[src/rtl/load_sel_pkg.sv]
package load_sel_pkg;

    // ports compared per selection
    localparam int num_ports = 4;

    // busy virtual-channel flags per port
    localparam int vc_width = 15;

    // holds 0 to 15 set flags
    localparam int count_width = 4;

    // binary port index
    localparam int port_idx_width = 2;

    typedef logic [vc_width-1:0]       busy_vec_t;
    typedef logic [count_width-1:0]    load_count_t;
    typedef logic [port_idx_width-1:0] port_idx_t;
    typedef logic [num_ports-1:0]      port_onehot_t;

    // one busy vector per port, port 0 in the low bits
    typedef struct packed {
        busy_vec_t [num_ports-1:0] busy;
    } load_req_t;

    // one set-bit count per port, same ordering as the request
    typedef struct packed {
        load_count_t [num_ports-1:0] count;
    } load_counts_t;

    // least-loaded port and its count
    typedef struct packed {
        port_idx_t   port_idx;
        load_count_t min_count;
    } sel_result_t;

endpackage

[src/rtl/cs_gen.sv]
module cs_gen (
    input  logic [6:0] in,
    output logic [2:0] abc,
    output logic       s
);

    // split into a 4-bit and a 3-bit group
    logic [3:0] in1;
    logic [2:0] in2;
    // per-group set-bit counts
    logic [2:0] j1;
    logic [1:0] j2;
    // weight-two carries
    logic       a;
    logic       b;
    logic       c;

    assign {in2, in1} = in;

    assign j1 = 3'(in1[0]) + 3'(in1[1]) + 3'(in1[2]) + 3'(in1[3]);
    assign j2 = 2'(in2[0]) + 2'(in2[1]) + 2'(in2[2]);

    // parity of the whole 7-bit group
    assign s = j1[0] ^ j2[0];

    // at least two ones in the low group
    assign a = (j1 > 3'd1);

    // at least two ones in the high group
    assign b = (j2 > 2'd1);

    // third carry covers j1 of four, or both groups odd (their odd ones pair up)
    assign c = (j1 == 3'd4) | (j1[0] & j2[0]);

    assign abc = {a, b, c};

endmodule

[src/rtl/parallel_counter.sv]
// (7,3) counter
module pc_7_3 (
    input  logic [6:0] in,
    output logic [2:0] out
);

    logic [2:0] abc;

    // parity straight into bit 0
    cs_gen cs (
        .in  (in),
        .abc (abc),
        .s   (out[0])
    );

    // carries all weigh two, so their sum is the upper part
    assign out[2:1] = 2'(abc[0]) + 2'(abc[1]) + 2'(abc[2]);

endmodule

// (15,4) counter
module pc_15_4 (
    input  logic [14:0] in,
    output logic [3:0]  out
);

    logic [2:0] abc0;
    logic [2:0] abc1;
    logic       s0;
    logic       s1;
    // carry out of the half-sum of the three weight-one bits
    logic       b2;

    // low seven flags
    cs_gen cs0 (
        .in  (in[6:0]),
        .abc (abc0),
        .s   (s0)
    );

    // next seven flags
    cs_gen cs1 (
        .in  (in[13:7]),
        .abc (abc1),
        .s   (s1)
    );

    // leftover bit plus both parities, at weight one
    assign {b2, out[0]} = 2'(in[14]) + 2'(s0) + 2'(s1);

    // seven weight-two bits counted by the small counter
    pc_7_3 pc_sub (
        .in  ({abc0, abc1, b2}),
        .out (out[3:1])
    );

endmodule

[src/rtl/one_hot_mux.sv]
module one_hot_mux #(
    parameter type payload_t = logic [3:0]
) (
    input  load_sel_pkg::port_onehot_t                         sel,
    input  payload_t [load_sel_pkg::num_ports-1:0]             mux_in,
    output payload_t                                           mux_out
);

    import load_sel_pkg::*;

    // each input gated by its own select bit
    logic [$bits(payload_t)-1:0] masked [num_ports];
    // running OR of the gated inputs
    logic [$bits(payload_t)-1:0] or_acc;

    for (genvar i = 0; i < num_ports; i++) begin : g_mask
        assign masked[i] = mux_in[i] & {$bits(payload_t){sel[i]}};
    end

    always_comb begin
        or_acc = '0;
        for (int i = 0; i < num_ports; i++) begin
            or_acc = or_acc | masked[i];
        end
    end

    // only the selected input survives the mask when sel is one-hot
    assign mux_out = payload_t'(or_acc);

endmodule

[src/rtl/load_count_stage.sv]
module load_count_stage (
    input  logic                       clk,
    input  logic                       reset,
    input  logic                       in_valid,
    input  load_sel_pkg::load_req_t    req,
    output logic                       counts_valid,
    output load_sel_pkg::load_counts_t counts
);

    import load_sel_pkg::*;

    // counter outputs before the pipeline register
    load_counts_t counts_next;

    // one (15,4) counter per port, all in parallel
    for (genvar p = 0; p < num_ports; p++) begin : g_port
        pc_15_4 pc (
            .in  (req.busy[p]),
            .out (counts_next.count[p])
        );
    end

    // strobe moves one stage down
    always_ff @(posedge clk) begin
        if (reset) begin
            counts_valid <= 1'b0;
        end else begin
            counts_valid <= in_valid;
        end
    end

    // capture only on a strobe, else hold
    always_ff @(posedge clk) begin
        if (in_valid) begin
            counts <= counts_next;
        end
    end

endmodule

[src/rtl/min_select_stage.sv]
module min_select_stage (
    input  logic                       clk,
    input  logic                       reset,
    input  logic                       counts_valid,
    input  load_sel_pkg::load_counts_t counts,
    output logic                       out_valid,
    output load_sel_pkg::sel_result_t  result
);

    import load_sel_pkg::*;

    // row i holds port i against every other port
    logic [num_ports-2:0] comp_array [num_ports];
    // one-hot least-loaded port
    port_onehot_t winner;
    // constant index per port for the encoder
    port_idx_t [num_ports-1:0] idx_table;
    port_idx_t   win_idx;
    load_count_t win_count;

    // triangular compare array
    // upper half compares directly, lower half reuses the inverse
    always_comb begin
        for (int i = 0; i < num_ports; i++) begin
            for (int j = 0; j < num_ports - 1; j++) begin
                if (i > j) begin
                    // port j already tested against port i in row j
                    comp_array[i][j] = ~comp_array[j][i-1];
                end else begin
                    // <= lets the lower index win a tie
                    comp_array[i][j] = (counts.count[i] <= counts.count[j+1]);
                end
            end
        end
    end

    // port wins when no other port beats it
    for (genvar i = 0; i < num_ports; i++) begin : g_win
        assign winner[i]    = &comp_array[i];
        assign idx_table[i] = port_idx_t'(i);
    end

    // one-hot to binary through the index table
    one_hot_mux #(
        .payload_t (port_idx_t)
    ) idx_mux (
        .sel     (winner),
        .mux_in  (idx_table),
        .mux_out (win_idx)
    );

    // winning count
    one_hot_mux #(
        .payload_t (load_count_t)
    ) count_mux (
        .sel     (winner),
        .mux_in  (counts.count),
        .mux_out (win_count)
    );

    always_ff @(posedge clk) begin
        if (reset) begin
            out_valid <= 1'b0;
        end else begin
            out_valid <= counts_valid;
        end
    end

    // result held between strobes
    always_ff @(posedge clk) begin
        if (counts_valid) begin
            result.port_idx  <= win_idx;
            result.min_count <= win_count;
        end
    end

endmodule

[src/rtl/port_load_selector.sv]
module port_load_selector (
    input  logic                      clk,
    input  logic                      reset,
    input  logic                      in_valid,
    input  load_sel_pkg::load_req_t   req,
    output logic                      out_valid,
    output load_sel_pkg::sel_result_t result
);

    import load_sel_pkg::*;

    // between the count and select stages
    load_counts_t counts;
    logic         counts_valid;

    // stage 1 counts busy flags per port
    load_count_stage u_count (
        .clk          (clk),
        .reset        (reset),
        .in_valid     (in_valid),
        .req          (req),
        .counts_valid (counts_valid),
        .counts       (counts)
    );

    // stage 2 picks the least-loaded port
    // result lands two cycles after the strobe
    min_select_stage u_select (
        .clk          (clk),
        .reset        (reset),
        .counts_valid (counts_valid),
        .counts       (counts),
        .out_valid    (out_valid),
        .result       (result)
    );

endmodule

[config.mk]
export PLATFORM = sky130hd
export DESIGN_NAME = port_load_selector
export DESIGN_NICKNAME = d
export VERILOG_FILES = /design/src/rtl/load_sel_pkg.sv /design/src/rtl/cs_gen.sv /design/src/rtl/parallel_counter.sv /design/src/rtl/one_hot_mux.sv /design/src/rtl/load_count_stage.sv /design/src/rtl/min_select_stage.sv /design/src/rtl/port_load_selector.sv
export SDC_FILE = /design/constraint.sdc
export NUM_CORES = 1
export LEC_CHECK = 0
export ABC_CLOCK_PERIOD_IN_PS = 9450
export BUFFER_PORTS_ARGS = -buffer_cell sky130_fd_sc_hd__buf_2
export CAP_MARGIN = 20
export CORE_UTILIZATION = 55
export DETAILED_ROUTE_END_ITERATION = 6
export PLACE_DENSITY = 0.8
export SETUP_SLACK_MARGIN = 0.3
export SYNTH_ARGS = -nofsm -noshare
export SYNTH_HDL_FRONTEND = slang
export SYNTH_SLANG_ARGS = --single-unit
[constraint.sdc]
create_clock -name clk -period 9.45 [get_ports clk]
set_input_delay 0.4725 -clock clk [delete_from_list [all_inputs] [get_ports clk]]
set_output_delay 0.4725 -clock clk [all_outputs]
set_load 0.01 [all_outputs]
Word level (Yosys, flattened, before mapping). Index checks and enable logic that the tools add are counted.

Latch bits: 0. Output and inout bits: 7. Memory bits (writable): 0. Register bits after elaboration: 24. Word-level logic and storage cells: 181. ROM bits: 0. Memories kept: 0.

Bitwise logic cells: 51. Reduce and logical (&&, ||, !) cells: 4. Add/subtract/negate cells: 76. $mul: 0. Equal/unequal tests: 12. Div/mod/pow operators: 0. Order comparisons: 30. Shifts and indexed selects: 0. Multiplexer cells: 0.

Operators by type and width (number): adder 1 x 1 -> 2 bit (32); adder 3 x 1 -> 3 bit (16); adder 2 x 1 -> 2 bit (20); == test 3 bit, second input constant (12); > comparator 3 x 1 -> 1 bit, second input constant (12); adder 2 x 1 -> 3 bit (8); > comparator 2 x 1 -> 1 bit, second input constant (12); less-or-equal comparator 4 bit (6); AND 4 bit (4); AND 1 bit (12); bitwise OR 1 bit (12); bitwise OR 4 bit (3); AND reduction 3 bit (4); XOR 1 bit (12); NOT 1 bit (6); bitwise OR 1 x 2 -> 2 bit (1); bitwise OR 2 bit (1).

Logic depth before layout (Yosys ltp).
Depth in word-level cells: 13. Gate-level depth with buffers: 16. Depth with buffers taken out: 16.

By module. Synthesis repeated with hierarchy kept, for this count alone.

Cells, all modules: 404. Area total of the unflattened synthesis: 3563.4 µm².

By module, submodules not included: cs_gen at u_count.g_port[0].pc.cs0 ... (area each 165.2 µm², cells an instance 23, instances 11); min_select_stage (area each 795.8 µm², cells an instance 84, instances 1); load_count_stage (area each 514.2 µm², cells an instance 18, instances 1); cs_gen at u_count.g_port[1].pc.pc_sub.cs (area each 163.9 µm², cells an instance 23, instances 1); pc_15_4 (area each 20.0 µm², cells an instance 1, instances 4); pc_7_3 (area each 20.0 µm², cells an instance 1, instances 4); one_hot_mux at u_select.count_mux (area each 75.1 µm², cells an instance 12, instances 1); one_hot_mux at u_select.idx_mux (area each 37.5 µm², cells an instance 6, instances 1).

Worst setup path after synthesis. OpenSTA, ideal clock, no wires.

Kind: input -> register. Start point: input port req[37] (netlist bit). End point: register u_count.counts[10] (netlist name). Data arrival time: 3.661 ns. Slack: 5.520 ns. Stages: 15. Buffers on the path: 0. Cell sequence: inv_1 fa_1 inv_1 ha_1 ha_1 fa_1 inv_1 fa_1 inv_1 ha_1 inv_1 ha_1 nor2_1 a21o_1 fa_1.

RTL lines: from (decl) (RTL line port_load_selector.sv:5) `input load_sel_pkg::load_req_t req,`.

==> results by group <==
Critical path
  – Startpoint Class: input port
  – Crit path required time: 9.46 ns
  – Slowest-stage cell, CP: fa_1
  – Cells on worst reg2reg path: 7
  – Crit path cell chain: buf_2 > inv_1 > fa_1 > inv_1 > ha_1 > ha_1 > fa_1 > inv_1 > fa_1 > inv_1 > ha_1 > inv_1 > ha_1 > nor2_1 > a21o_1 > fa_1
  – Crit Path Class: in -> reg
  – Flop-to-flop setup slack: 7.23 ns
  – R2r startpoint: u_count.counts[1]
  – CP Capture Type: flip-flop
  – Worst r2r dst: u_select.result[0]
  – WP data arrival: ~3.9 ns
  – Crit path max fanout: 3
  – Top cell by count, worst path: inv_1
  – CP max stage delay: approximately 0.53 ns

CTS
  – CTS tree: yes
  – Post-CTS Setup Bufs: 0
  – CTS resizes: 0
  – Clock sink count: 24
  – Clk root buf: clkbuf_8
  – Hold buffers post-CTS: 0
  – H-tree depth: 1
  – Clock Latency Late Sink: between 0.2 and 0.3 ns
  – Number of buffers created by CTS: 3
  – Bufs on Longest Clock Path: 2
  – Clk pin slew, worst setup/hold paths: about 0.08 ns

Floorplan
  – Die width: approximately 78 µm
  – Core area: between 5000 and 6000 µm²
  – Chip Height: 78.3 µm
  – I/O pins: 70
  – Die area: slightly above 6000 µm²
  – FP Rows: 27
  – Initial Util: a little under three fifths

STA
  – Final worst-path cycle share: around two fifths
  – Final hold violation count: 0
  – Max Clock Skew: between 0.002 and 0.003 ns
  – Final WS setup: approximately 5.5 ns
  – Final setup viols: 0
  – Final hold slack: roughly 0.36 ns
  – Final Slew Violations: 0
  – Setup TNS: 0 ns
  – Tmin final: roughly 3.9 ns
  – Slew @ Worst Pin: between 0.4 and 0.5 ns
  – Slew margin rel.: 69.7%
  – Fmax: ~260 MHz
  – RSZ-0062 raised after global routing: false

Min path
  – Hold Crit Class: in -> reg
  – WHS Endpoint: u_select.out_valid
  – Cells on Worst Hold Path: 2
  – HP Start: reset

Logic synthesis
  – Asr flop ratio synth: 0%
  – Cell taking the most area after synthesis: ha_1
  – Mapped Cells: 330
  – Adder-cell share of the synthesized area: between 40% and 50%
  – Mux contribution to synthesized area: 1.41%
  – Avg Cell Area, Syn: around 9.7 µm²
  – Post-synthesis xor/xnor area fraction: 0%
  – Post-synth EDFFs: 22
  – Post-synth top flop: edfxtp_1
  – Post-synthesis register bit count: 24
  – Synthesized area: between 3000 and 4000 µm²
  – Synth Area in Simple Gates: 7.73%
  – Syn_nets: ~500
  – YS warnings: 0
  – Register area share after synthesis: about 22%
  – Synth top area cells: ha_1 28%, edfxtp_1 21%, fa_1 20%
  – Compound-Gate Fraction of Synth Area: ~8.4%
  – Synth unique cells: 28
  – Synth top area share: ~28%
  – Largest family of logic cells by synthesized area: adder cells

Power and ir drop
  – Peak VDD IR: 0.130 mV
  – Pwr per Cell Area: roughly 250 nW/µm²
  – Pleak: 0.00207 µW
  – Total power: 931 µW

Detailed routing
  – Drt via density: just under 5
  – Drt first-iter violations: 108
  – Total Wirelength: 5420 µm
  – Via count: between 2000 and 2500
  – Final ANT Viol Nets: 0
  – Residual DRC: 0
  – Routed length per instance: between 10 and 15 µm
  – TritonRoute pass-1 iters: 4

Place
  – Port Buffers: 69
  – Placed wire-length estimate: between 4000 and 5000 µm
  – Routability cong.: between 0.8 and 0.9
  – Pre-CTS setup slack: approximately 5.2 ns

Final layout
  – Layout cell share with drive strength beyond 1: a little under a fifth
  – Fillers: around 470
  – Area growth syn-to-layout: 14.8%
  – Multi-input gate area: around 2100 µm²
  – Most frequent cells in the layout: 105 x inv_1, 72 x ha_1, 69 x buf_2, 32 x fa_1, 22 x edfxtp_1
  – Most common cell after layout, fill and taps aside: inv_1
  – FF/Latch Area: approximately 700 µm²
  – Final core utilization: approximately two thirds
  – Final net count: 570
  – Ant diodes: 0

GRT
  – First-pass GRT wire length: approximately 9700 µm
  – Vias in the first global route: between 2000 and 2500
  – Largest net degree at the start of global routing: 18
  – Initial antenna violation count: 0
  – GR Util All Layers: around 20%
  – Grt ovf: 0

Run
  – Max Cap Violations: 0

Status
  – Outcome: finished clean
-- report_power, final --
part           leakage (µW)  switching (µW)  internal [µW]
logic               0.00182             349            279
registers          0.000225            35.8            205
clock network     0.0000228            31.9           30.2
-- layout make-up --
class,count,area share [%]
inverter,105,10.7
clock buffer,4,1.22
sequential,24,19.0
tap,72,2.45
multi-input combinational,200,57.2
timing repair buffer,69,9.38
-- registers in the layout, summed over array words and instances (netlist names) --
signal and flops:
u_count.counts 16, u_count.counts_valid 1, u_select.out_valid 1, u_select.result 6
-- critical path, delay by kind of cell --
kind            cells  cell delay [ns]
compound gates      1             0.19
simple gates        1             0.04
fa+ha+maj           8             2.84
buf+inv             6             0.38
-- logic make-up after synthesis --
| group | Yosys count |
|---|---|
| flip-flops | 24 |
| AND/OR/NAND/NOR | 50 |
| multiplexers | 4 |
| buffers and inverters | 106 |
| AO/OA/AOI/OAI | 42 |
| adder cells (fa/ha/maj) | 104 |
-- cells in the mapped netlist (2+ instances only) --
| master | count |
|---|---|
| mux2_2 | 4 |
| fa_1 | 32 |
| o31ai_1 | 2 |
| a21o_1 | 4 |
| a21oi_1 | 12 |
| edfxtp_1 | 22 |
| nand2_1 | 13 |
| o2bb2ai_1 | 2 |
| nor2_1 | 16 |
| a31oi_1 | 6 |
| dfxtp_1 | 2 |
| nand4_1 | 4 |
| nand2b_1 | 3 |
| nor3_1 | 2 |
| o21ai_0 | 5 |
| o221ai_1 | 4 |
| o21bai_1 | 4 |
| and4_1 | 4 |
| ha_1 | 72 |
| nor2b_1 | 5 |
| inv_1 | 105 |
-- metal layers --
metal	up-vias	part of all wire [%]	GRT usage [%]
met5	-	0	0
met4	0	1.1	6.30
met3	7	3.9	2.21
met2	52	54	38.7
met1	1097	41	22.2
li1	1201	-	-
-- stage by stage --
stage	instance area, µm²	cells
final	3680	474
after floorplan	3200	330
after global routing	3680	474
after global placement	3630	470
after CTS	3680	474
after detailed placement	3630	470
-- worst max-delay path by stage --
| stage | start | endpoint | slack (ns) | cells after the start |
|---|---|---|---|---|
| 2_1_floorplan | req[37] | u_count.counts[10] | 5.52 | 15 |
| 3_3_place_gp | req[7] | u_count.counts[2] | 5.34 | 16 |
| 3_5_place_dp | req[7] | u_count.counts[2] | 5.22 | 16 |
| 4_1_cts | req[7] | u_count.counts[2] | 5.51 | 16 |
| 5_1_grt | req[7] | u_count.counts[2] | 5.36 | 16 |
| 6_report | req[7] | u_count.counts[2] | 5.54 | 16 |
Note: power is estimated with default switching activity, not from simulation.
